### src/armPkg.sv
// Shared widths and encodings; only the ADD/SUB/AND/ORR, LDR/STR and B subset of ARMv4 is encoded
`default_nettype none

package armPkg;

   parameter int dataWidth = 32;
   parameter int regAddrWidth = 4;
   parameter int pcRegIndex = 15; // R15 reads as PC+8

   // Instruction bits 27:26
   parameter logic [1:0] opDataProc = 2'b00;
   parameter logic [1:0] opMemory = 2'b01;
   parameter logic [1:0] opBranch = 2'b10;

   // Data processing function field, bits 24:21
   parameter logic [3:0] funcAdd = 4'b0100;
   parameter logic [3:0] funcSub = 4'b0010;
   parameter logic [3:0] funcAnd = 4'b0000;
   parameter logic [3:0] funcOrr = 4'b1100;

   parameter logic [3:0] condEq = 4'b0000;
   parameter logic [3:0] condNe = 4'b0001;
   parameter logic [3:0] condCs = 4'b0010;
   parameter logic [3:0] condCc = 4'b0011;
   parameter logic [3:0] condMi = 4'b0100;
   parameter logic [3:0] condPl = 4'b0101;
   parameter logic [3:0] condVs = 4'b0110;
   parameter logic [3:0] condVc = 4'b0111;
   parameter logic [3:0] condHi = 4'b1000; // C set and Z clear
   parameter logic [3:0] condLs = 4'b1001;
   parameter logic [3:0] condGe = 4'b1010; // N equals V
   parameter logic [3:0] condLt = 4'b1011;
   parameter logic [3:0] condGt = 4'b1100;
   parameter logic [3:0] condLe = 4'b1101;
   parameter logic [3:0] condAlways = 4'b1110;

   typedef enum logic [1:0] {aluAdd, aluSub, aluAnd, aluOrr} aluOp_e;

   typedef enum logic [1:0] {immSel8, immSel12, immSel24} immSel_e;

   typedef struct packed {
      logic n;
      logic z;
      logic c;
      logic v;
   } flags_t;

   // Same 32-bit word seen through the three supported formats
   typedef union packed {
      struct packed {
         logic [3:0] cond;
         logic [1:0] op;
         logic immBit;     // Second operand is imm8
         logic [3:0] func;
         logic s;          // Update flags
         logic [3:0] rn;
         logic [3:0] rd;
         logic [3:0] rot;  // Rotate amount, not supported
         logic [7:0] src2; // imm8 or {4'b0, rm}
      } dp;
      struct packed {
         logic [3:0] cond;
         logic [1:0] op;
         logic [4:0] ctrl; // I P U B W, only the plain offset form is used
         logic l;          // 1 for LDR
         logic [3:0] rn;
         logic [3:0] rd;
         logic [11:0] imm12;
      } mem;
      struct packed {
         logic [3:0] cond;
         logic [1:0] op;
         logic brFlag;     // Always 1 for B
         logic link;
         logic [23:0] imm24;
      } br;
   } instrWord_u;

endpackage

`default_nettype wire

### src/aluUnit.sv
// Add, subtract, AND and OR with NZCV; C and V read as zero for the logical operations
`timescale 1ns/1ps
`default_nettype none

module aluUnit (
   input  wire logic [armPkg::dataWidth-1:0] a,
   input  wire logic [armPkg::dataWidth-1:0] b,
   input  wire armPkg::aluOp_e aluOp,
   output logic [armPkg::dataWidth-1:0] result,
   output armPkg::flags_t aluFlags
);

   logic isSub;
   logic isArith;
   logic [armPkg::dataWidth-1:0] bInv;
   logic [armPkg::dataWidth:0] sum;

   assign isSub = (aluOp == armPkg::aluSub);
   assign isArith = (aluOp == armPkg::aluAdd) || isSub;

   // One adder, subtract as a + ~b + 1
   assign bInv = isSub ? ~b : b;
   assign sum = {1'b0, a} + {1'b0, bInv} + (armPkg::dataWidth + 1)'(isSub);

   always_comb
   begin
      case (aluOp)
         armPkg::aluAnd: result = a & b;
         armPkg::aluOrr: result = a | b;
         default: result = sum[armPkg::dataWidth-1:0];
      endcase
   end

   assign aluFlags.n = result[armPkg::dataWidth-1];
   assign aluFlags.z = (result == '0);
   assign aluFlags.c = isArith & sum[armPkg::dataWidth]; // No borrow gives C set on SUB

   // Operands of equal sign after inversion, result of the other sign
   assign aluFlags.v = isArith &
                       ~(a[armPkg::dataWidth-1] ^ b[armPkg::dataWidth-1] ^ isSub) &
                       (a[armPkg::dataWidth-1] ^ sum[armPkg::dataWidth-1]);

endmodule

`default_nettype wire

### config.mk
export PLATFORM = sky130hd
export DESIGN_NAME = aluUnit
export DESIGN_NICKNAME = d
export VERILOG_FILES = /design/src/armPkg.sv /design/src/aluUnit.sv
export SDC_FILE = /design/constraint.sdc
export NUM_CORES = 1
export LEC_CHECK = 0
export CAP_MARGIN = 25
export CORE_MARGIN = 4
export CORE_UTILIZATION = 57
export DETAILED_ROUTE_END_ITERATION = 10
export DONT_BUFFER_PORTS = 1
export GPL_TIMING_DRIVEN = 0
export PLACE_DENSITY = 0.73
export SKIP_LAST_GASP = 1
export SLEW_MARGIN = 5
export SYNTH_ARGS = -nofsm -noshare
export SYNTH_HDL_FRONTEND = slang
export SYNTH_SLANG_ARGS = --single-unit
### constraint.sdc
create_clock -name vclk -period 4.6
set_clock_uncertainty 0.1 [all_clocks]
set_input_delay 0.23 -clock vclk [all_inputs]
set_output_delay 0.23 -clock vclk [all_outputs]
set_load 0.02 [all_outputs]
==> reports/metrics.yaml <==
global_routing:
  first_global_vias: 3416
  met2_usage: 0.465
  met1_usage: 0.372
  gr-total-overflow: 0
  use_met3: 0.0615
  grt_use_total: 0.280
  grt_pass1_wl_um: 16600
  grt-busiest-layer: "met2"
  antenna_found_initial: 0
  grt_max_degree: 20
critical_path:
  arrival_ns: 4.16
  path_max_fanout: 10
  critPathRequiredTime_ns: 4.27
  start_kind: "primary input"
  endpoint_kind: "output pin"
  crit_type: "in -> out"
die:
  rows: 27
  ioPinCount: 102
  start_util: 0.584
  core_area_um2: 5510
  die_w_um: 83.1
  die_area_um2: 6910
  die_y_um: 83.1
synthesis:
  synth_top_family_by_area: "compound AO/OA/AOI/OAI gates"
  synth-xor-area-share: 0.131
  synth_compound_area_frac: 0.329
  syn_inst: 448
  synth-seq-area-share: 0
  ys_types: 76
  synth.net_count: 552
  synth-simple-area-share: 0.220
  syn_avg_cell_area_um2: 7.18
  synth_area_um2: 3220
  synth_adder_area_share: 0.238
  yosysWarningCount: 0
  synth_largest_area_cell: "ha_1"
  synth_top_area_share: 0.144
  synth_mux_area_frac: 0.00972
  synth_area_leaders: "ha_1 (14%), xnor2_1 (11%), maj3_1 (8.4%)"
pwr:
  power.leakage_uw: 0.00147
  power_density_nw_per_um2: 200
  p_total_uw: 741
  ir_drop_mv: 0.124
placement:
  placed_area_um2: 3330
  place_congestion: 0.956
  dp_cells: 522
  io_buffers: 0
  hpwlAfterDp_um: 8380
  place_ws_ns: -1.06
detailed_routing:
  drc: 0
  wl_per_cell_um: 20.2
  ant_nets: 0
  firstDrtPassIters: 5
  vias: 3625
  drtIter0Drc: 245
  wl_um: 10700
  vias_per_cell: 6.81
timing:
  max-slew-margin-rel: 0.287
  worst_pin_slew_ns: 1.06
  hold_viol_final: 0
  period_needed_ns: 4.49
  fin_ws_ns: 0.111
  finalSetupViolCount: 0
  report.final.slew_viol_count: 0
  fmax_mhz: 223
  fin_crit_sh: 0.976
finish:
  drive_gt1_frac: 0.176
  layout_common_cells: "nand2_1 (55), xnor2_1 (37), a21oi_1 (35), ha_1 (35), maj3_1 (27)"
  final_cells: 532
  final_common_cell: "nand2_1"
  antenna_cells: 0
  fin_nets: 566
  utilization: 0.671
  final_area_um2: 3700
  seqCellArea_um2: 0
  area_growth_pct: 14.9
  clkbuf_count: 0
  seq_cell_count: 0
hold_path:
  worst_hold_path_type: "in -> out"
clock_tree:
  hold_buffers: 0
flow_run:
  maxCapViolations: 0
run_status:
  status: "complete, no violations"
[cell type report]
cell class,instances,area (µm²)
Timing Repair Buffer,17,118
Tap cell,72,90.1
Buffer,21,223
Fill cell,503,1810
Multi-Input combinational cell,410,3220
Inverter,12,48.8
[synthesized netlist by cell type (5+ instances only)]
cell type  instances
a21o_1            18
o31ai_1           10
nand4_1            7
ha_1              37
clkbuf_1           9
buf_1              5
a21oi_1           41
o21a_1             8
clkbuf_8           7
nor2_1            25
maj3_1            27
nand3_1            5
o21ai_0           25
xor2_1             8
inv_1             12
xnor2_1           40
a31oi_1            5
nor3_1            10
nand2_1           56
[final timing paths]
kind,endpoint,slack [ns],depth (start not counted),start
max,aluFlags[2],0.11,19,aluOp[1]
min,aluFlags[0],0.57,2,a[31]
[per-stage QoR]
stage / hold WS [ns] / setup TNS [ns]
floorplan: 0.550 / 0
global placement: 0.563 / -5.19
detailed placement: 0.564 / -5.64
CTS: 0.554 / 0
global route: 0.590 / -0.0106
finish: 0.567 / 0
[cells by family (layout without fill, tap and decap cells)]
logic type	after synthesis	after routing
fa+ha+maj	66	66
simple gates	140	140
buf+inv	38	50
xor+xnor	48	48
mux	3	3
compound gates	153	153
[critical path: stages]
cell	delay (ns)
clkinvlp_4	0.06
clkbuf_8	0.13
clkbuf_8	0.17
nand2_8	0.09
buf_12	0.17
xnor2_2	0.14
ha_1	0.27
buf_2	0.19
o211a_1	0.23
o31a_1	0.26
buf_4	0.15
o2111ai_2	0.17
a21boi_1	0.22
o31ai_2	0.16
a2111oi_2	0.38
nand4bb_1	0.19
a2111oi_2	0.33
nand4b_1	0.27
nor4_4	0.34
[where the power goes]
| group | total (µW) | switching [µW] | leakage (µW) | internal, µW |
|---|---|---|---|---|
| sequential | 0 | 0 | 0 | 0 |
| clock | 0 | 0 | 0 | 0 |
| combinational | 741 | 457 | 0.00147 | 284 |
[routing by layer]
metal,vias up,wire length (µm)
met1,1680,4430
li1,1719,-
met3,25,1020
met2,201,5030
met5,-,0
met4,0,279
[what timing repair did]
action | 4_1_cts | 5_1_grt
gates resized for setup | 35 | 30
endpoints found under the hold margin | 0 | 0
buffers inserted | 2 | 12
pin swaps | 8 | 16
setup endpoints to repair | 15 | 3
Note: power is estimated with default switching activity, not from simulation.
