**src/armPkg.sv**
```systemverilog
// Shared widths and encodings; only the ADD/SUB/AND/ORR, LDR/STR and B subset of ARMv4 is encoded
`default_nettype none

package armPkg;

   parameter int dataWidth = 32;
   parameter int regAddrWidth = 4;
   parameter int pcRegIndex = 15; // R15 reads as PC+8

   // Instruction bits 27:26
   parameter logic [1:0] opDataProc = 2'b00;
   parameter logic [1:0] opMemory = 2'b01;
   parameter logic [1:0] opBranch = 2'b10;

   // Data processing function field, bits 24:21
   parameter logic [3:0] funcAdd = 4'b0100;
   parameter logic [3:0] funcSub = 4'b0010;
   parameter logic [3:0] funcAnd = 4'b0000;
   parameter logic [3:0] funcOrr = 4'b1100;

   parameter logic [3:0] condEq = 4'b0000;
   parameter logic [3:0] condNe = 4'b0001;
   parameter logic [3:0] condCs = 4'b0010;
   parameter logic [3:0] condCc = 4'b0011;
   parameter logic [3:0] condMi = 4'b0100;
   parameter logic [3:0] condPl = 4'b0101;
   parameter logic [3:0] condVs = 4'b0110;
   parameter logic [3:0] condVc = 4'b0111;
   parameter logic [3:0] condHi = 4'b1000; // C set and Z clear
   parameter logic [3:0] condLs = 4'b1001;
   parameter logic [3:0] condGe = 4'b1010; // N equals V
   parameter logic [3:0] condLt = 4'b1011;
   parameter logic [3:0] condGt = 4'b1100;
   parameter logic [3:0] condLe = 4'b1101;
   parameter logic [3:0] condAlways = 4'b1110;

   typedef enum logic [1:0] {aluAdd, aluSub, aluAnd, aluOrr} aluOp_e;

   typedef enum logic [1:0] {immSel8, immSel12, immSel24} immSel_e;

   typedef struct packed {
      logic n;
      logic z;
      logic c;
      logic v;
   } flags_t;

   // Same 32-bit word seen through the three supported formats
   typedef union packed {
      struct packed {
         logic [3:0] cond;
         logic [1:0] op;
         logic immBit;     // Second operand is imm8
         logic [3:0] func;
         logic s;          // Update flags
         logic [3:0] rn;
         logic [3:0] rd;
         logic [3:0] rot;  // Rotate amount, not supported
         logic [7:0] src2; // imm8 or {4'b0, rm}
      } dp;
      struct packed {
         logic [3:0] cond;
         logic [1:0] op;
         logic [4:0] ctrl; // I P U B W, only the plain offset form is used
         logic l;          // 1 for LDR
         logic [3:0] rn;
         logic [3:0] rd;
         logic [11:0] imm12;
      } mem;
      struct packed {
         logic [3:0] cond;
         logic [1:0] op;
         logic brFlag;     // Always 1 for B
         logic link;
         logic [23:0] imm24;
      } br;
   } instrWord_u;

endpackage

`default_nettype wire

```
**src/condUnit.sv**
```systemverilog
// Flag register and condition check; every write is gated by the condition and by pcReady
`timescale 1ns/1ps
`default_nettype none

module condUnit (
   input  wire logic clk,
   input  wire logic reset,
   input  wire logic [3:0] cond,
   input  wire armPkg::flags_t aluFlags,
   input  wire logic [1:0] flagWrite,
   input  wire logic regWriteReq,
   input  wire logic memWriteReq,
   input  wire logic branch,
   input  wire logic pcReady,
   output logic regWrite,
   output logic memWrite,
   output logic takeBranch,
   output logic commit
);

   armPkg::flags_t flags;
   logic condEx;
   logic ge;
   logic doIt;

   assign commit = pcReady & ~reset; // Nothing commits while in reset
   assign doIt = condEx & commit;

   always_ff @(posedge clk or posedge reset)
   begin
      if (reset)
      begin
         flags.n <= 1'b0;
         flags.z <= 1'b0;
      end
      else if (flagWrite[1] && doIt)
      begin
         flags.n <= aluFlags.n;
         flags.z <= aluFlags.z;
      end
   end

   always_ff @(posedge clk or posedge reset)
   begin
      if (reset)
      begin
         flags.c <= 1'b0;
         flags.v <= 1'b0;
      end
      else if (flagWrite[0] && doIt)
      begin
         flags.c <= aluFlags.c;
         flags.v <= aluFlags.v;
      end
   end

   assign ge = (flags.n == flags.v);

   always_comb
   begin
      case (cond)
         armPkg::condEq: condEx = flags.z;
         armPkg::condNe: condEx = ~flags.z;
         armPkg::condCs: condEx = flags.c;
         armPkg::condCc: condEx = ~flags.c;
         armPkg::condMi: condEx = flags.n;
         armPkg::condPl: condEx = ~flags.n;
         armPkg::condVs: condEx = flags.v;
         armPkg::condVc: condEx = ~flags.v;
         armPkg::condHi: condEx = flags.c & ~flags.z;
         armPkg::condLs: condEx = ~flags.c | flags.z;
         armPkg::condGe: condEx = ge;
         armPkg::condLt: condEx = ~ge;
         armPkg::condGt: condEx = ~flags.z & ge;
         armPkg::condLe: condEx = flags.z | ~ge;
         armPkg::condAlways: condEx = 1'b1;
         default: condEx = 1'b0; // 1111 never executes
      endcase
   end

   assign regWrite = regWriteReq & doIt;
   assign memWrite = memWriteReq & doIt;
   assign takeBranch = branch & doIt;

   assert property (@(posedge clk) disable iff (reset) memWrite |-> pcReady)
      else $error("Store issued while stalled");

endmodule

`default_nettype wire

```
**config.mk**
```make
export PLATFORM = sky130hd
export DESIGN_NAME = condUnit
export DESIGN_NICKNAME = d
export VERILOG_FILES = /design/src/armPkg.sv /design/src/condUnit.sv
export SDC_FILE = /design/constraint.sdc
export NUM_CORES = 1
export LEC_CHECK = 0
export BUFFER_PORTS_ARGS = -buffer_cell sky130_fd_sc_hd__buf_2
export CAP_MARGIN = 25
export CORE_AREA = 2 2 39 41
export CTS_CLUSTER_SIZE = 12
export DETAILED_ROUTE_END_ITERATION = 16
export DIE_AREA = 0 0 41 43
export SLEW_MARGIN = 5
export SYNTH_ARGS = -nofsm -noshare
export SYNTH_HDL_FRONTEND = slang
export SYNTH_SLANG_ARGS = --single-unit
```
**constraint.sdc**
```tcl
create_clock -name clk -period 2.4 [get_ports clk]
set_clock_uncertainty 0.2 [all_clocks]
set_input_delay 0.12 -clock clk [delete_from_list [all_inputs] [get_ports clk]]
set_output_delay 0.12 -clock clk [all_outputs]
set_load 0.01 [all_outputs]
```
==> results_tabular.tex <==
\begin{tabular}{lr}
\hline
Metric & Value \\
\hline
\multicolumn{2}{l}{\textbf{Floorplanning}} \\
\quad Initial core utilization & 0.303 \\
\quad DIE AREA & 1760 µm² \\
\quad Standard cell core area & 1380 µm² \\
\quad Ports & 20 \\
\quad Num rows & 14 \\
\quad Die Y-Extent & 43 µm \\
\quad Die width & 41 µm \\
\multicolumn{2}{l}{\textbf{STA}} \\
\quad Unrepaired setup endpoints after global routing & no \\
\quad Setup violations, final & 0 \\
\quad Setup Total Neg Slack & 0 ps \\
\quad Number of hold violations in the final report & 0 \\
\quad Post-route clock period utilization & 0.895 \\
\quad Tmin final & 2150 ps \\
\quad Maximum clock rate & 466 MHz \\
\quad Final worst slack & 252 ps \\
\quad Number of max-slew violations in the final report & 0 \\
\quad Max-slew headroom at the worst pin & 0.734 \\
\quad Final hold slack & 105 ps \\
\quad Worst Max-Slew Pin Slew & 397 ps \\
\multicolumn{2}{l}{\textbf{Hold path}} \\
\quad Launch point of the worst hold path & flagWrite[1] \\
\quad Hold Path End & flags[3]\$\_DFFE\_PP0P\_ \\
\quad Hold Path Cell Cnt & 4 \\
\quad Type of the most critical hold path & input pin to register \\
\multicolumn{2}{l}{\textbf{Synth}} \\
\quad Syn\_nets & 63 \\
\quad Predominant post-synthesis flop cell & dfrtp\_1 \\
\quad Flop and latch count out of synthesis & 4 \\
\quad Synth Cell Area & 419 µm² \\
\quad Count of different cell masters after synthesis & 26 \\
\quad Mean cell area of the mapped netlist & 8.92 µm² \\
\quad Sequential element share of the synthesized area & 0.239 \\
\quad Count of flip-flops with a built-in enable after synthesis & 0 \\
\quad Yosys warning total & 0 \\
\quad Gate Count Post-Synth & 47 \\
\quad FFs w/ async S/R, synth & 1.00 \\
\multicolumn{2}{l}{\textbf{Final layout}} \\
\quad Synthesis-to-layout area growth & 43.9\% \\
\quad Leading cell type in the layout, fill and taps excluded & buf\_2 \\
\quad Biggest regs & flags (4) \\
\quad Flip-flop count of the largest register after layout & 4 \\
\quad Nets & 91 \\
\quad Final cell utilization of the core & 0.436 \\
\quad Register with the most flip-flops & flags \\
\quad Proportion of layout cells with a drive suffix above 1 & 0.342 \\
\quad Antenna diodes & 0 \\
\quad Highest-count cells in the layout ignoring fill and taps & 19 x buf\_2, 6 x inv\_1, 5 x dlygate4sd3\_1 \\
\multicolumn{2}{l}{\textbf{Placed design}} \\
\quad Routability-driven placement congestion ratio & 0.739 \\
\quad Post-placement worst setup slack & 355 ps \\
\quad \# port buffers & 19 \\
\quad Placed wire-length estimate & 703 µm \\
\multicolumn{2}{l}{\textbf{Critical path}} \\
\quad Critical path peak fanout & 4 \\
\quad Crit Reg-Reg Startpoint & flags[3]\$\_DFFE\_PP0P\_ \\
\quad Number of buffers and inverters on the critical path & 1 \\
\quad Sequence of cells on the critical path & xor2\_2 > and3\_1 > o311ai\_2 > a31oi\_1 > and2\_1 > buf\_2 \\
\quad Path depth of the worst reg2reg path & 5 \\
\quad Reg-to-reg endpoint & flags[1]\$\_DFFE\_PP0P\_ \\
\quad Setup slack on the worst flop-to-flop path & 390 ps \\
\quad Highest cell delay on the worst timing path & 420 ps \\
\quad Slowest cell on the critical path & dfrtp\_1 \\
\quad Startpoint type of the worst setup path & register \\
\quad Largest delay share family, worst path & compound AO/OA/AOI/OAI gates \\
\quad Data arrival time of the critical path & 1830 ps \\
\quad Nature of the critical path endpoint & output port \\
\quad Required arrival time at the worst endpoint & 2080 ps \\
\quad Worst Path Class, Setup & register to output port \\
\multicolumn{2}{l}{\textbf{Clocking}} \\
\quad Clock transition at the registers of the reported paths & 40 ps \\
\quad Root buffer selected by CTS & clkbuf\_4 \\
\quad Clock insertion delay at the later pin of the skew report & 230 ps \\
\quad Deepest level of the CTS H-tree & 1 \\
\quad Num Clock Sinks & 4 \\
\quad Number of buffers inserted by post-CTS setup repair & 0 \\
\quad TritonCTS clock tree & built \\
\quad Maximum clock path buffer count & 2 \\
\quad TritonCTS buffer count & 3 \\
\multicolumn{2}{l}{\textbf{Route}} \\
\quad Wire length per cell & 10.1 µm \\
\quad Vias after detailed routing & 432 \\
\quad Number of DRC markers in iteration 0 & 9 \\
\quad Total routed wirelength & 900 µm \\
\quad Via-per-instance ratio & 4.85 \\
\quad Number of search-and-repair iterations in the first detailed-routing pass & 4 \\
\quad Post-detailed-route count of antenna-violating nets & 0 \\
\quad Number of DRC violations after detailed routing & 0 \\
\multicolumn{2}{l}{\textbf{Power and ir drop}} \\
\quad Total power divided by cell area & 661 nW/µm² \\
\quad Cell leakage power & 0.280 nW \\
\quad Final total power & 399 µW \\
\quad Peak supply drop & 0.471 mV \\
\multicolumn{2}{l}{\textbf{GRT}} \\
\quad Number of antenna violations at the first check in global routing & 0 \\
\quad Total congestion overflow & 0 \\
\quad Pin count of the biggest net entering global routing & 12 \\
\quad First-pass GRT wire length & 1430 µm \\
\quad Vias in the first global route & 381 \\
\quad Total global-route track usage & 0.117 \\
\multicolumn{2}{l}{\textbf{Run}} \\
\quad Number of maximum-capacitance constraint violations & 0 \\
\multicolumn{2}{l}{\textbf{Run status}} \\
\quad Result of the run & finished clean \\
\hline
\end{tabular}
-- power breakdown --
part	switching (mW)	total [mW]	leakage (nW)	internal [mW]
Clock	0.0238	0.0795	0.0138	0.0557
Combinational	0.0750	0.173	0.218	0.0981
Sequential	0.0444	0.146	0.0480	0.102
Total	0.143	0.399	0.280	0.256
-- how the worst max path moves through the flow --
stage	startpoint	depth (start not counted)	to
final	flags[3]$_DFFE_PP0P_	6	takeBranch
after global routing	flags[3]$_DFFE_PP0P_	6	takeBranch
after detailed placement	flags[3]$_DFFE_PP0P_	5	flags[1]$_DFFE_PP0P_
after CTS	flags[3]$_DFFE_PP0P_	6	regWrite
after floorplan	flags[3]$_DFFE_PP0P_	5	flags[0]$_DFFE_PP0P_
after global placement	cond[2]	6	flags[1]$_DFFE_PP0P_
-- metrics by stage --
stage / instance area (µm²) / cells
floorplan: 419 / 47
global placement: 523 / 81
detailed placement: 523 / 81
CTS: 596 / 89
global route: 603 / 89
finish: 603 / 89
-- Yosys cell counts, types with 2 or more instances --
master   n  area (µm²)
inv_1    6        22.5
and2_1   4        25.0
dfrtp_1  4         100
mux2_1   4        45.0
a31oi_1  3        18.8
nand2_1  3        11.3
o22ai_1  2        12.5
or2b_1   2        15.0
xnor2_1  2        17.5
-- cell type report --
type | instances | area, µm²
fillers | 147 | 781
inverters | 6 | 22.5
flip-flops and latches | 4 | 100
clock buffers | 3 | 22.5
well taps | 16 | 20.0
repair buffers | 24 | 145
multi-input cells | 36 | 293
-- worst reg2reg max path, stage by stage, from the launching register on --
cell and delay, ps:
dfrtp_1 420, xor2_2 240, a21oi_1 90, nand4b_1 230, a31oi_1 350, mux2_1 360
-- routing by layer --
layer  GRT usage  vias to the layer above  wire length (µm)
met5           0                        -                 0
met4      0.0600                        0                 0
met3      0.0314                        0                37
met2       0.166                        6               446
met1       0.157                      197               416
li1            -                      229                 -
-- what timing repair did --
action	CTS	global route
resized for setup	0	1
hold buffers	5	0
endpoints found under the setup margin	0	1
endpoints found under the hold margin	8	0
-- cell families (layout without fill, tap and decap cells) --
logic type                count (synthesis)  after routing  share of synthesized area
buffers and inverters                     7             33                     0.0806
muxes                                     5              5                      0.131
DFF                                       4              4                      0.239
xor gates and xnor gates                  3              3                     0.0627
and+or+nand+nor                          18             18                      0.293
AOI/OAI and AO/OA                        10             10                      0.194
Note: power is estimated with default switching activity, not from simulation.
