$ cat config.mk
export PLATFORM = sky130hd
export DESIGN_NAME = regFile
export DESIGN_NICKNAME = d
export VERILOG_FILES = /design/src/armPkg.sv /design/src/regFile.sv
export SDC_FILE = /design/constraint.sdc
export NUM_CORES = 1
export LEC_CHECK = 0
export ABC_CLOCK_PERIOD_IN_PS = 3900
export BUFFER_PORTS_ARGS = -buffer_cell sky130_fd_sc_hd__buf_2
export CAP_MARGIN = 30
export CORE_UTILIZATION = 50
export CTS_CLUSTER_SIZE = 10
export DETAILED_ROUTE_END_ITERATION = 12
export PLACE_DENSITY = 0.68
export SLEW_MARGIN = 25
export SYNTH_ARGS = -nofsm -noshare
export SYNTH_HDL_FRONTEND = slang
export SYNTH_SLANG_ARGS = --single-unit
$ cat constraint.sdc
create_clock -name clk -period 3.9 [get_ports clk]
set_input_delay 0 -clock clk [delete_from_list [all_inputs] [get_ports clk]]
set_output_delay 0 -clock clk [all_outputs]
set_load 0.01 [all_outputs]
$ cat src/armPkg.sv
// Shared widths and encodings; only the ADD/SUB/AND/ORR, LDR/STR and B subset of ARMv4 is encoded
`default_nettype none

package armPkg;

   parameter int dataWidth = 32;
   parameter int regAddrWidth = 4;
   parameter int pcRegIndex = 15; // R15 reads as PC+8

   // Instruction bits 27:26
   parameter logic [1:0] opDataProc = 2'b00;
   parameter logic [1:0] opMemory = 2'b01;
   parameter logic [1:0] opBranch = 2'b10;

   // Data processing function field, bits 24:21
   parameter logic [3:0] funcAdd = 4'b0100;
   parameter logic [3:0] funcSub = 4'b0010;
   parameter logic [3:0] funcAnd = 4'b0000;
   parameter logic [3:0] funcOrr = 4'b1100;

   parameter logic [3:0] condEq = 4'b0000;
   parameter logic [3:0] condNe = 4'b0001;
   parameter logic [3:0] condCs = 4'b0010;
   parameter logic [3:0] condCc = 4'b0011;
   parameter logic [3:0] condMi = 4'b0100;
   parameter logic [3:0] condPl = 4'b0101;
   parameter logic [3:0] condVs = 4'b0110;
   parameter logic [3:0] condVc = 4'b0111;
   parameter logic [3:0] condHi = 4'b1000; // C set and Z clear
   parameter logic [3:0] condLs = 4'b1001;
   parameter logic [3:0] condGe = 4'b1010; // N equals V
   parameter logic [3:0] condLt = 4'b1011;
   parameter logic [3:0] condGt = 4'b1100;
   parameter logic [3:0] condLe = 4'b1101;
   parameter logic [3:0] condAlways = 4'b1110;

   typedef enum logic [1:0] {aluAdd, aluSub, aluAnd, aluOrr} aluOp_e;

   typedef enum logic [1:0] {immSel8, immSel12, immSel24} immSel_e;

   typedef struct packed {
      logic n;
      logic z;
      logic c;
      logic v;
   } flags_t;

   // Same 32-bit word seen through the three supported formats
   typedef union packed {
      struct packed {
         logic [3:0] cond;
         logic [1:0] op;
         logic immBit;     // Second operand is imm8
         logic [3:0] func;
         logic s;          // Update flags
         logic [3:0] rn;
         logic [3:0] rd;
         logic [3:0] rot;  // Rotate amount, not supported
         logic [7:0] src2; // imm8 or {4'b0, rm}
      } dp;
      struct packed {
         logic [3:0] cond;
         logic [1:0] op;
         logic [4:0] ctrl; // I P U B W, only the plain offset form is used
         logic l;          // 1 for LDR
         logic [3:0] rn;
         logic [3:0] rd;
         logic [11:0] imm12;
      } mem;
      struct packed {
         logic [3:0] cond;
         logic [1:0] op;
         logic brFlag;     // Always 1 for B
         logic link;
         logic [23:0] imm24;
      } br;
   } instrWord_u;

endpackage

`default_nettype wire

$ cat src/regFile.sv
// Fifteen registers without reset; index 15 reads PC+8 and is never written
`timescale 1ns/1ps
`default_nettype none

module regFile (
   input  wire logic clk,
   input  wire logic writeEn,
   input  wire logic [armPkg::regAddrWidth-1:0] readAddrA,
   input  wire logic [armPkg::regAddrWidth-1:0] readAddrB,
   input  wire logic [armPkg::regAddrWidth-1:0] writeAddr,
   input  wire logic [armPkg::dataWidth-1:0] writeData,
   input  wire logic [armPkg::dataWidth-1:0] pcPlus8,
   output logic [armPkg::dataWidth-1:0] readDataA,
   output logic [armPkg::dataWidth-1:0] readDataB
);

   logic [armPkg::dataWidth-1:0] regs [0:armPkg::pcRegIndex-1];

   always_ff @(posedge clk)
   begin
      if (writeEn)
         regs[writeAddr] <= writeData;
   end

   assign readDataA = (readAddrA == armPkg::pcRegIndex) ? pcPlus8 : regs[readAddrA];
   assign readDataB = (readAddrB == armPkg::pcRegIndex) ? pcPlus8 : regs[readAddrB];

   // Decoder must filter every R15 destination
   assert property (@(posedge clk) writeEn |-> writeAddr != armPkg::pcRegIndex)
      else $error("Write to R15 reached the register file");

endmodule

`default_nettype wire

==> results.tsv, run 1 <==
metric	value	unit
status	completed	
dieArea	46800	sq um
syn_area	23000	sq um
area_growth	13.8	%
hold_class	primary input to register	
arrival	2560	ps
port_buffers	141	
start_util	50.6	%
fmax	0.391	GHz
maxCapViolCount	0	
via_per_inst	6.75	
h-tree-depth	2	
startpoint_type	primary input	
dpl.hpwl	39000	um
dr_total_vias	15000	
synth_area_leaders	edfxtp_1, mux4_2, mux2i_1	
core_area	45400	sq um
grtUsageMet3	4.76	%
synth_edf_count	480	
die_w	216	um
grt_overflow	0	
setup_violations	0	
grt.busiest_layer	met2	
ctsLongestPathBuffers	3	
power.total	11.5	mW
yosys.area.top_type	edfxtp_1	
post_drt_wl_per_cell	30.0	um
synth-seq-cells	480	
max_slew_margin	31.7	%
worstSetupPathType	primary input to primary output	
clkTransAtPathRegs	50	ps
seq_area_frac_synth	62.7	%
rsz0062_at_grt	no	
grt_pass1_vias	14900	
gp_congestion	0.849	
largest_reg_flops	480	
wirelength	66500	um
cts_tree	done	
path_cells	buf_8, buf_4, mux4_2, nor2_1, o31a_1, a211oi_1, buf_2	
yosys-top-cells-count	edfxtp_1, mux2i_1, mux4_2, nor2_1, o21ai_0	
regMostFlops	regs	
antenna_found_initial	0	
p_leak	8.92	nW
ys_types	52	
fin_cells	2220	
crit_path_end_kind	primary output	
cts_inserted_buffers	55	
die_height	216	um
drtIter0Drc	1985	
grt_max_degree	85	
grt_pass1_wl	96300	um
use_met2	44.4	%
diodes	0	
hold_viol_final	0	
top_regs	regs: 480 flops	
drv_slew	0	
irDropWorstVdd	0.000343	V
async_flop_share	0	%
yosys_warnings	0	
drc	0	
fin_area	26100	sq um
dp.cells	2116	
required	3900	ps
fin_setup_tns	0	ps
ioPinCount	142	
slowest_stage	buf_4	
cts.sinks	480	
yosys.cell_count.top_type	edfxtp_1	
crit_fanout	84	
root_buffer	clkbuf_16	
min_period_over_period	65.6	%
nets	1685	
synth_ff_type	edfxtp_1	
track_usage	28.3	%
post-cts-setup-buffers	0	
worstMarginPinSlew	1020	ps
syn_nets	1517	
dr.pass1.iters	6	
hold_slack	87.9	ps
syn_inst	1439	
met1_usage	39.5	%
yosys.area.top_type_share	62.7	%
powerDensity	441	nW/um^2
rows	78	
layout-drive-gt1-share	26.0	%
syn_area_per_cell	16.0	sq um
finalWorstPathRequiredPeriod	2560	ps
ant_nets	0	
place_area	24300	sq um
cpPeakStageDelay	590	ps
==> logic make-up after synthesis <==
logic type      share of synthesized area, %
simple gates                            4.10
buf+inv                                 3.14
flops                                   62.7
mux                                     20.9
compound gates                          9.17
==> per-layer routing <==
metal	routed length (um)	share of wire [%]
met3	6160	9.3
met4	2310	3.5
met1	26900	40
met5	0	0
met2	31200	47
==> worst paths after layout <==
path  slack (ps)                   end          from  depth (start not counted)
max         1340          readDataB[8]  readAddrB[0]                          7
min           90  regs[4][1]$_DFFE_PP_  writeAddr[1]                          3
==> where the power goes <==
group / leakage, nW / switching, mW / internal, mW / total, mW
Sequential: 4.34 / 0.0461 / 5.79 / 5.84
Combinational: 3.87 / 0.713 / 0.477 / 1.19
Clock: 0.718 / 1.92 / 2.58 / 4.49
Total: 8.92 / 2.67 / 8.85 / 11.5
==> through the flow <==
stage	utilization (%)	setup WS, ps
global placement	53.5	1370
detailed placement	53.6	1370
finish	57.6	1340
global route	57.6	1240
floorplan	-	720
CTS	57.6	1360
==> final cells by class <==
cell class | instances | area (sq um)
sequential | 480 | 14400
inverter | 12 | 45.0
clock buffer | 66 | 1460
timing repair buffer | 225 | 1490
multi-input combinational | 833 | 7970
clock inverter | 4 | 18.8
tap | 600 | 751
fill | 3495 | 19200
==> timing repair <==
| action | 4_1_cts | 5_1_grt |
|---|---|---|
| hold buffers | 32 | 0 |
| resized for setup | 0 | 0 |
| hold endpoints to repair | 480 | 0 |
==> cells in the final DEF (no fill, tap or decap), types with 19 or more instances in the layout <==
cell type / n
a22oi_1: 28
nand2_1: 68
o21ai_0: 89
clkbuf_16: 57
dlygate4sd3_1: 32
mux4_2: 124
a221oi_1: 28
edfxtp_1: 480
a31oi_1: 19
buf_2: 136
nor2_1: 78
o2111ai_1: 19
a211oi_1: 21
o22ai_1: 19
buf_4: 49
nor2b_1: 26
mux2i_1: 181
==> critical path: cells and delay by family <==
family,cells,cell delay [ps]
and+or+nand+nor,1,40
buffers and inverters,3,1370
AOI/OAI and AO/OA,2,660
muxes,1,320
Note: power is estimated with default switching activity, not from simulation.
==> inputs of run 2 (changes only) <==
--- a/config.mk
+++ b/config.mk
@@ -5,13 +5,13 @@
 export SDC_FILE = /design/constraint.sdc
 export NUM_CORES = 1
 export LEC_CHECK = 0
-export ABC_CLOCK_PERIOD_IN_PS = 3900
+export ABC_CLOCK_PERIOD_IN_PS = 2200
 export BUFFER_PORTS_ARGS = -buffer_cell sky130_fd_sc_hd__buf_2
 export CAP_MARGIN = 30
 export CORE_UTILIZATION = 50
 export CTS_CLUSTER_SIZE = 10
 export DETAILED_ROUTE_END_ITERATION = 12
-export PLACE_DENSITY = 0.68
+export PLACE_DENSITY = 0.7
 export SLEW_MARGIN = 25
 export SYNTH_ARGS = -nofsm -noshare
 export SYNTH_HDL_FRONTEND = slang
==> constraint.sdc (replaced) <==
create_clock -name clk -period 2.2 [get_ports clk]
set_input_delay 0 -clock clk [delete_from_list [all_inputs] [get_ports clk]]
set_output_delay 0 -clock clk [all_outputs]
set_load 0.01 [all_outputs]
==> run 2 against run 1 <==
Net effect:
- flip-flop and latch count did not move
- cell area rose by 1.7%
- clock-buffer cell count fell by 9
- critical path depth is 3 lower
- combinational power is 83% higher
- first-iteration DRC count increased by 1.9%
- non-clock buffer count is 31 higher
- worst setup slack worse by 1300 ps
- wire length decreased by 2.8%
- sequential share of layout area is 0.94 points lower
- global-route usage decreased by 0.42 points
==> results.tsv, run 2 (synthesized netlist as in run 1, its figures left out) <==
metric	value	unit	change
die_height	216	um	unchanged
required	2200	ps	-1700 ps
root_buffer	clkbuf_16		
gp_congestion	0.840		-1.1%
grt_pass1_wl	94900	um	-1.4%
rows	78		unchanged
crit_fanout	2		-98%
place_area	24800	sq um	+2.1%
nets	1715		+1.8%
regMostFlops	regs		
max_slew_margin	38.6	%	+6.9 points
drv_slew	0		unchanged
wirelength	64700	um	-2.8%
via_per_inst	6.59		-2.3%
hold_viol_final	0		unchanged
grt_overflow	0		unchanged
core_area	45400	sq um	unchanged
irDropWorstVdd	0.000517	V	+51%
worstMarginPinSlew	917	ps	-105 ps
dpl.hpwl	39200	um	+0.57%
drc	0		unchanged
final_cell_mix	edfxtp_1, mux2i_1, buf_2, mux4_2, o21ai_0		
cts.sinks	480		unchanged
fin_setup_tns	0	ps	unchanged
dr.pass1.iters	5		-1
power.total	20.2	mW	+75%
h-tree-depth	2		unchanged
dr_total_vias	14800		-1.3%
hold_class	primary input to register		
maxCapViolCount	0		unchanged
rsz0062_at_grt	yes		
hold_slack	122	ps	+34.3 ps
powerDensity	759	nW/um^2	+72%
layout_commonest_cell	edfxtp_1		
fin_cells	2244		+1.1%
grt_max_degree	68		-20%
ioPinCount	142		unchanged
top_regs	regs: 480 flops		
layout-drive-gt1-share	27.8	%	+1.8 points
dieArea	46800	sq um	unchanged
cts_tree	done		
fmax	0.457	GHz	
finalWorstPathRequiredPeriod	2190	ps	
crit_path_end_kind	primary output		
startpoint_type	register		
antenna_found_initial	1		+1
track_usage	27.9	%	-0.42 points
area_growth	15.7	%	
post_drt_wl_per_cell	28.8	um	-3.9%
ant_nets	0		unchanged
p_leak	9.13	nW	+2.3%
grt_pass1_vias	14800		-0.54%
drtIter0Drc	2022		+1.9%
largest_reg_flops	480		unchanged
status	completed		
port_buffers	141		unchanged
dp.cells	2149		+1.6%
cts_inserted_buffers	54		-1.8%
arrival	2190	ps	-370 ps
die_w	216	um	unchanged
start_util	50.6	%	unchanged
fin_area	26600	sq um	+1.7%
clkTransAtPathRegs	60	ps	about the same
min_period_over_period	99.5	%	
setup_violations	0		unchanged
worstSetupPathType	register to primary output		
ctsLongestPathBuffers	3		unchanged
==> run 2: timing repair <==
item | in CTS | in global routing
endpoints found under the setup margin | 2 | 7
setup buffers | 0 | 0
hold endpoints to repair | 480 | 0
hold buffers | 32 | 0
pin swaps | 3 | 1
gates resized for setup | 1 | 6
==> run 2: layer usage <==
metal	part of all wire (%)	vias up	track usage, %
li1	-	6297	-
met1	39	7472	37.9
met4	3.0	0	9.41
met2	48	891	44.8
met5	0	-	0
met3	10	138	5.84
==> run 2: worst paths after layout <==
kind,slack (ps),from,cells past startpoint,to
setup / recovery,10,regs[11][30]$_DFFE_PP_,4,readDataB[30]
hold / removal,120,writeAddr[0],3,regs[8][20]$_DFFE_PP_
==> run 2: metrics by stage <==
stage	utilization [%]	setup slack, ps
floorplan	-	-128
global placement	54.7	243
detailed placement	54.7	290
CTS	58.5	-21.6
global route	58.6	-9.93
finish	58.6	10.1
==> run 2: worst max-delay path, cell delays in order (launching register included) <==
cell      delay [ps]
edfxtp_1         360
nor2_1            60
o311a_1          340
a222oi_1         600
buf_2            240
==> run 2: layout make-up <==
cell class,instances,area [sq um]
diodes,1,2.50
fillers,3409,18800
flip-flops and latches,480,14400
repair buffers,256,1960
well taps,600,751
inverters,12,45.0
clock inverters,5,23.8
clock buffers,57,1380
multi-input cells,833,8020
==> run 2: power breakdown <==
group	switching (mW)	internal [mW]	leakage (nW)
logic	1.28	0.907	4.10
clock network	3.29	4.37	0.691
registers	0.0792	10.3	4.34
