<file path="config.mk">
export PLATFORM = sky130hd
export DESIGN_NAME = pcUnit
export DESIGN_NICKNAME = d
export VERILOG_FILES = /design/src/armPkg.sv /design/src/pcUnit.sv
export SDC_FILE = /design/constraint.sdc
export NUM_CORES = 1
export LEC_CHECK = 0
export ABC_CLOCK_PERIOD_IN_PS = 3170
export BUFFER_PORTS_ARGS = -buffer_cell sky130_fd_sc_hd__buf_2
export CELL_PAD_IN_SITES_DETAIL_PLACEMENT = 1
export CELL_PAD_IN_SITES_GLOBAL_PLACEMENT = 1
export CORE_MARGIN = 5
export CORE_UTILIZATION = 35
export CTS_CLUSTER_DIAMETER = 50
export DETAILED_ROUTE_END_ITERATION = 8
export PLACE_DENSITY = 0.82
export SYNTH_ARGS = -nofsm -noshare
export SYNTH_HDL_FRONTEND = slang
export SYNTH_SLANG_ARGS = --single-unit
</file>
<file path="constraint.sdc">
create_clock -name clk -period 3.17 [get_ports clk]
set_clock_uncertainty 0.2 [all_clocks]
set_input_delay 0.951 -clock clk [delete_from_list [all_inputs] [get_ports clk]]
set_output_delay 0.951 -clock clk [all_outputs]
set_load 0.005 [all_outputs]
</file>
<file path="src/armPkg.sv">
// Shared widths and encodings; only the ADD/SUB/AND/ORR, LDR/STR and B subset of ARMv4 is encoded
`default_nettype none

package armPkg;

   parameter int dataWidth = 32;
   parameter int regAddrWidth = 4;
   parameter int pcRegIndex = 15; // R15 reads as PC+8

   // Instruction bits 27:26
   parameter logic [1:0] opDataProc = 2'b00;
   parameter logic [1:0] opMemory = 2'b01;
   parameter logic [1:0] opBranch = 2'b10;

   // Data processing function field, bits 24:21
   parameter logic [3:0] funcAdd = 4'b0100;
   parameter logic [3:0] funcSub = 4'b0010;
   parameter logic [3:0] funcAnd = 4'b0000;
   parameter logic [3:0] funcOrr = 4'b1100;

   parameter logic [3:0] condEq = 4'b0000;
   parameter logic [3:0] condNe = 4'b0001;
   parameter logic [3:0] condCs = 4'b0010;
   parameter logic [3:0] condCc = 4'b0011;
   parameter logic [3:0] condMi = 4'b0100;
   parameter logic [3:0] condPl = 4'b0101;
   parameter logic [3:0] condVs = 4'b0110;
   parameter logic [3:0] condVc = 4'b0111;
   parameter logic [3:0] condHi = 4'b1000; // C set and Z clear
   parameter logic [3:0] condLs = 4'b1001;
   parameter logic [3:0] condGe = 4'b1010; // N equals V
   parameter logic [3:0] condLt = 4'b1011;
   parameter logic [3:0] condGt = 4'b1100;
   parameter logic [3:0] condLe = 4'b1101;
   parameter logic [3:0] condAlways = 4'b1110;

   typedef enum logic [1:0] {aluAdd, aluSub, aluAnd, aluOrr} aluOp_e;

   typedef enum logic [1:0] {immSel8, immSel12, immSel24} immSel_e;

   typedef struct packed {
      logic n;
      logic z;
      logic c;
      logic v;
   } flags_t;

   // Same 32-bit word seen through the three supported formats
   typedef union packed {
      struct packed {
         logic [3:0] cond;
         logic [1:0] op;
         logic immBit;     // Second operand is imm8
         logic [3:0] func;
         logic s;          // Update flags
         logic [3:0] rn;
         logic [3:0] rd;
         logic [3:0] rot;  // Rotate amount, not supported
         logic [7:0] src2; // imm8 or {4'b0, rm}
      } dp;
      struct packed {
         logic [3:0] cond;
         logic [1:0] op;
         logic [4:0] ctrl; // I P U B W, only the plain offset form is used
         logic l;          // 1 for LDR
         logic [3:0] rn;
         logic [3:0] rd;
         logic [11:0] imm12;
      } mem;
      struct packed {
         logic [3:0] cond;
         logic [1:0] op;
         logic brFlag;     // Always 1 for B
         logic link;
         logic [23:0] imm24;
      } br;
   } instrWord_u;

endpackage

`default_nettype wire

</file>
<file path="src/pcUnit.sv">
// Program counter; resetPc must be word aligned and the PC only moves on commit
`timescale 1ns/1ps
`default_nettype none

module pcUnit #(
   parameter logic [armPkg::dataWidth-1:0] resetPc = '0
) (
   input  wire logic clk,
   input  wire logic reset,
   input  wire logic commit,
   input  wire logic takeBranch,
   input  wire logic [armPkg::dataWidth-1:0] branchTarget,
   output logic [armPkg::dataWidth-1:0] pc,
   output logic [armPkg::dataWidth-1:0] pcPlus8
);

   logic [armPkg::dataWidth-1:0] pcPlus4;
   logic [armPkg::dataWidth-1:0] pcNext;

   assign pcPlus4 = pc + armPkg::dataWidth'(4);
   assign pcPlus8 = pc + armPkg::dataWidth'(8); // R15 view
   assign pcNext = takeBranch ? branchTarget : pcPlus4;

   always_ff @(posedge clk or posedge reset)
   begin
      if (reset)
         pc <= resetPc;
      else if (commit)
         pc <= pcNext;
   end

   assert property (@(posedge clk) disable iff (reset) pc[1:0] == 2'b00)
      else $error("PC lost word alignment: %h", pc);

endmodule

`default_nettype wire

</file>
==> results of run 1 <==
worst max-delay path, stage by stage (launching register included):
cell and delay (ps):
dfrtp_1 400, buf_6 160, nand4_1 270, buf_4 250
nor2_2 120, nand3_1 150, xnor2_1 200, buf_2 140
per-layer routing:
| metal | wire length, um | global-route usage [%] | vias up |
|---|---|---|---|
| li1 | - | - | 1465 |
| met1 | 4280 | 26.9 | 1502 |
| met2 | 5570 | 40.0 | 136 |
| met3 | 791 | 4.60 | 15 |
| met4 | 171 | 5.62 | 0 |
| met5 | 0 | 0 | - |
cell type report:
cell class / instances / area, sq um
multi-input cells: 265 / 1690
fillers: 938 / 3700
flip-flops and latches: 32 / 812
inverters: 10 / 37.5
clock buffers: 8 / 90.1
repair buffers: 144 / 841
well taps: 99 / 124
power breakdown:
group / internal (mW) / switching (mW) / leakage, nW / total, mW
clock network: 0.177 / 0.161 / 0.0455 / 0.338
registers: 0.468 / 0.0786 / 0.361 / 0.546
logic: 0.263 / 0.305 / 1.22 / 0.569
total: 0.908 / 0.545 / 1.63 / 1.45
through the flow:
step                worst slack, ps  setup TNS [ps]  instances
floorplan                       329               0        342
global placement                172               0        540
detailed placement             90.5               0        540
CTS                            8.59               0        551
global route                  -92.8            -383        558
finish                         22.9               0        558
cells by family (layout without fill, tap and decap cells):
logic type | after synthesis | in the layout | share of synthesized area, %
buf+inv | 45 | 162 | 7.88
fa+ha+maj | 3 | 3 | 1.42
xor+xnor | 27 | 27 | 8.97
compound gates | 83 | 83 | 20.3
mux | 3 | 3 | 1.14
simple gates | 149 | 149 | 29.9
flops | 32 | 32 | 30.4
path summary, 6_finish.rpt:
path | from | to | slack [ps] | cells past startpoint
worst max-delay path | pc[15] | pcPlus8[23] | 20 | 7
worst min-delay path | pc[0] | pc[0] | 300 | 2
worst max register to register | pc[2] | pc[16] | 650 | 6
worst min register to register | pc[0] | pc[0] | 300 | 2
max in group asynchronous | reset | pc[22] | 1870 | 3
min in group asynchronous | reset | pc[13] | 540 | 3
layout by cell type (no fill, tap or decap), types with 3 or more instances in the layout:
master    count
mux2i_1       3
nand4_1      16
buf_4        43
nand3_1      15
nor3_1       11
xor2_1       12
inv_1         8
o31ai_1       5
buf_2        99
clkbuf_8      6
dfrtp_1      23
nor2b_1       5
dfrtp_2       9
o21ai_0      17
a22o_1        9
xnor2_1      15
nand2_1      40
and3_1        3
nor4_1        3
nor3_2        4
a21oi_1      27
nor2_1       23
and4_1        4
o22ai_1       6
a311oi_1      3
nand2b_1      3
what timing repair did:
| item | CTS | global route |
|---|---|---|
| endpoints found under the setup margin | 10 | 14 |
| buffers inserted | 3 | 7 |
| resized for setup | 9 | 19 |
| pin swaps | 2 | 4 |
==> impl_metrics.yaml, run 1 <==
status:
  run_status: "complete, no violations"
global_routing:
  gr-total-overflow: 0
  grt_start_max_net_pins: 33
  antenna_found_initial: 0
  track_usage_pct: 22.2
  grt_pass1_vias: 3208
  grt_first_pass_wirelength_mm: 17.0
sta:
  hold-worst-slack_ps: 304
  fmax_ghz: 0.318
  final_hold_viol_count: 0
  setup_viol_count_final: 0
  max_slew_margin_pct: 64.5
  worst_slew_pin_slew_ps: 533
  grt_setup_unrepaired: "true"
  timing.final.crit_share_pct: 99.3
  max_slew_vio_count: 0
  min_period_ps: 3150
logic_synthesis:
  synth_async_sr_flop_share_pct: 100
  synth-seq-area-share_pct: 30.4
  ys_warn_count: 0
  synthMostInstantiatedCell: "nand2_1"
  synth_enable_flop_cells: 0
  synth-seq-cells: 32
  synthFlopType: "dfrtp_1"
  synth.area.top_cells: "dfrtp_1 30%, nand2_1 5.7%, a21oi_1 5.1%"
  synth_common_cells: "40 x nand2_1, 32 x dfrtp_1, 27 x a21oi_1, 25 x nor2_1, 20 x clkbuf_1"
  synth_area_leader_cell: "dfrtp_1"
  average_cell_area_after_synthesis_sq_um: 7.70
  mappedNetlistArea_sq_mm: 0.00264
  synth_cell_types: 49
  syn-instance-count: 342
  synth_top_area_share_pct: 30.4
  postSynthNetCount: 381
floorplanning:
  row_count: 31
  starting_density_of_the_core_pct: 36.1
  die_y_um: 96.8
  fp.dieArea_sq_mm: 0.00936
  ioPinCount: 100
  die_width_um: 96.8
  core_region_area_sq_mm: 0.00729
run:
  cap_violations: 0
finish:
  final_nets: 497
  post-route-cell-area_sq_mm: 0.00359
  largest_register_ff_count: 32
  insertedDiodeCount: 0
  area_delta_synth_final_pct: 36.3
  largest_registers: "pc (32)"
  layout.core_utilization_pct: 49.3
  post_route_cells_drive_above_1_share_pct: 39.4
  regMostFlops: "pc"
placement:
  gp_weighted_congestion: 0.991
  hpwlAfterDp_mm: 7.99
  count_of_input_and_output_buffers: 99
  detailed_place.area_sq_mm: 0.00335
routing:
  detail_route.wl_per_cell_um: 19.4
  drc_errors: 0
  via_per_inst: 5.59
  wirelength_mm: 10.8
  dr_total_vias: 3118
  initialDrtViolationCount: 201
  final_antenna_net_count: 0
  drtPass1Iterations: 4
worst_setup_path:
  cp-end-kind: "output port"
  cp_max_fo: 10
  worst-setup-path-type: "reg2out"
  cp_data_arrival_time_ps: 2000
  start_kind: "flop"
  crit_required_ps: 2020
power:
  p_per_area_mw_per_mm2: 404
  irDropWorstVdd_uv: 186
  report.power.total_mw: 1.45
  p_leak_nw: 1.63
clocking:
  tritoncts: "built"
  worst_skew_pair.late_latency_ps: 290
  numCtsBuffers: 5
  cts_hold_buffers: 0
  cts_root_buffer: "clkbuf_8"
  ctsLongestPathBuffers: 2
  cts.htree.levels: 2
  clkSlewWorstSetupHoldPaths_ps: 70
  cts_sinks: 32
worst_hold_path:
  hold_path.class: "reg2reg"
(Power assumes the default switching activity.)
==> run 2: changes to the inputs <==
--- a/config.mk
+++ b/config.mk
@@ -9,6 +9,7 @@
 export BUFFER_PORTS_ARGS = -buffer_cell sky130_fd_sc_hd__buf_2
 export CELL_PAD_IN_SITES_DETAIL_PLACEMENT = 1
 export CELL_PAD_IN_SITES_GLOBAL_PLACEMENT = 1
+export CORE_ASPECT_RATIO = 1.25
 export CORE_MARGIN = 5
 export CORE_UTILIZATION = 35
 export CTS_CLUSTER_DIAMETER = 50
==> impl_metrics.yaml, run 2 (synthesis gave the netlist of run 1 again) <==
run:
  cap_violations: 0
sta:
  min_period_ps: 3140
  setup_viol_count_final: 0
  max_slew_margin_pct: 61.0
  fmax_ghz: 0.318
  grt_setup_unrepaired: "true"
  final_hold_viol_count: 0
  max_slew_vio_count: 0
  timing.final.crit_share_pct: 99.2
  worst_slew_pin_slew_ps: 579
  hold-worst-slack_ps: 303
routing:
  initialDrtViolationCount: 166
  drtPass1Iterations: 4
  drc_errors: 0
  dr_total_vias: 3137
  wirelength_mm: 10.6
  via_per_inst: 5.77
  final_antenna_net_count: 0
  detail_route.wl_per_cell_um: 19.5
finish:
  area_delta_synth_final_pct: 34.4
  post-route-cell-area_sq_mm: 0.00354
  layout.cells.most_common: "buf_2"
  layout.core_utilization_pct: 48.1
  most_frequent_cells_in_the_layout: "99 x buf_2, 40 x nand2_1, 38 x buf_4, 27 x a21oi_1, 27 x dfrtp_1"
  insertedDiodeCount: 0
  post_route_cells_drive_above_1_share_pct: 38.1
  regMostFlops: "pc"
  multi_input_comb_area_sq_mm: 0.00169
  area.sequential_sq_um: 807
  largest_register_ff_count: 32
  largest_registers: "pc (32)"
  layout.filler_cells: 935
  final_nets: 491
worst_setup_path:
  start_kind: "flop"
  worst-setup-path-type: "reg2out"
  cp_max_fo: 9
  cp-end-kind: "output port"
  cp_data_arrival_time_ps: 1990
  crit_required_ps: 2020
global_routing:
  track_usage_pct: 22.6
  antenna_found_initial: 0
  gr-total-overflow: 0
  grt_start_max_net_pins: 43
  grt_pass1_vias: 3266
  grt_first_pass_wirelength_mm: 16.8
clocking:
  cts_sinks: 32
  numCtsBuffers: 5
  ctsLongestPathBuffers: 2
  cts_root_buffer: "clkbuf_8"
  clkSlewWorstSetupHoldPaths_ps: 70
  tritoncts: "built"
  worst_skew_pair.late_latency_ps: 290
  cts.htree.levels: 2
  cts_hold_buffers: 0
placement:
  hpwlAfterDp_mm: 8.13
  count_of_input_and_output_buffers: 99
  gp_weighted_congestion: 0.984
  detailed_place.area_sq_mm: 0.00334
floorplanning:
  fp.dieArea_sq_mm: 0.00937
  ioPinCount: 100
  row_count: 35
  die_width_um: 87.6
  die_y_um: 107
  core_region_area_sq_mm: 0.00736
  starting_density_of_the_core_pct: 35.8
power:
  p_leak_nw: 1.59
  irDropWorstVdd_uv: 246
  report.power.total_mw: 1.46
  p_per_area_mw_per_mm2: 413
worst_hold_path:
  hold_path.class: "reg2reg"
status:
  run_status: "complete, no violations"
[run 2: per-stage QoR]
step / cells / TNS [ps] / worst slack (ps)
after floorplan: 342 / 0 / 329
after global placement: 532 / 0 / 220
after detailed placement: 532 / 0 / 163
after CTS: 540 / 0 / 8.76
after global routing: 544 / -293 / -97.6
final: 544 / 0 / 25.6
[run 2: per-layer routing]
metal	wire length, um	GRT usage, %
met1	4090	26.7
met2	5670	39.6
met3	597	3.61
met4	250	9.54
met5	0	0
[run 2: timing repair]
item / CTS / global route
buffers inserted: 1 / 4
setup endpoints to repair: 9 / 17
pin swaps: 1 / 5
resized for setup: 6 / 15
[run 2: critical path, stage by stage (launching register included)]
cell	delay, ps
dfrtp_1	390
buf_4	190
and2_1	250
nand2b_1	130
nor3_2	230
nand3_1	140
xnor2_1	210
buf_2	150
[run 2: worst paths after layout]
kind / start / end / slack, ps / depth (start not counted)
worst min-delay path: pc[1] / pc[1] / 300 / 2
worst min register to register: pc[1] / pc[1] / 300 / 2
worst max-delay path: pc[14] / pcPlus8[21] / 30 / 7
min in group asynchronous: reset / pc[13] / 550 / 3
worst max register to register: pc[2] / pc[30] / 610 / 6
max in group asynchronous: reset / pc[6] / 1870 / 3
[run 2: power breakdown]
part           switching (mW)  leakage, nW  internal (mW)  total [mW]
combinational           0.310         1.18          0.260       0.569
clock                   0.162       0.0503          0.194       0.355
sequential             0.0709        0.365          0.466       0.537
[run 2: area by class of cell]
class	instances	area share [%]
Sequential cell	32	22.8
Inverter	10	1.06
Multi-Input combinational cell	265	47.6
Tap cell	92	3.25
Clock buffer	7	2.72
Timing Repair Buffer	138	22.6
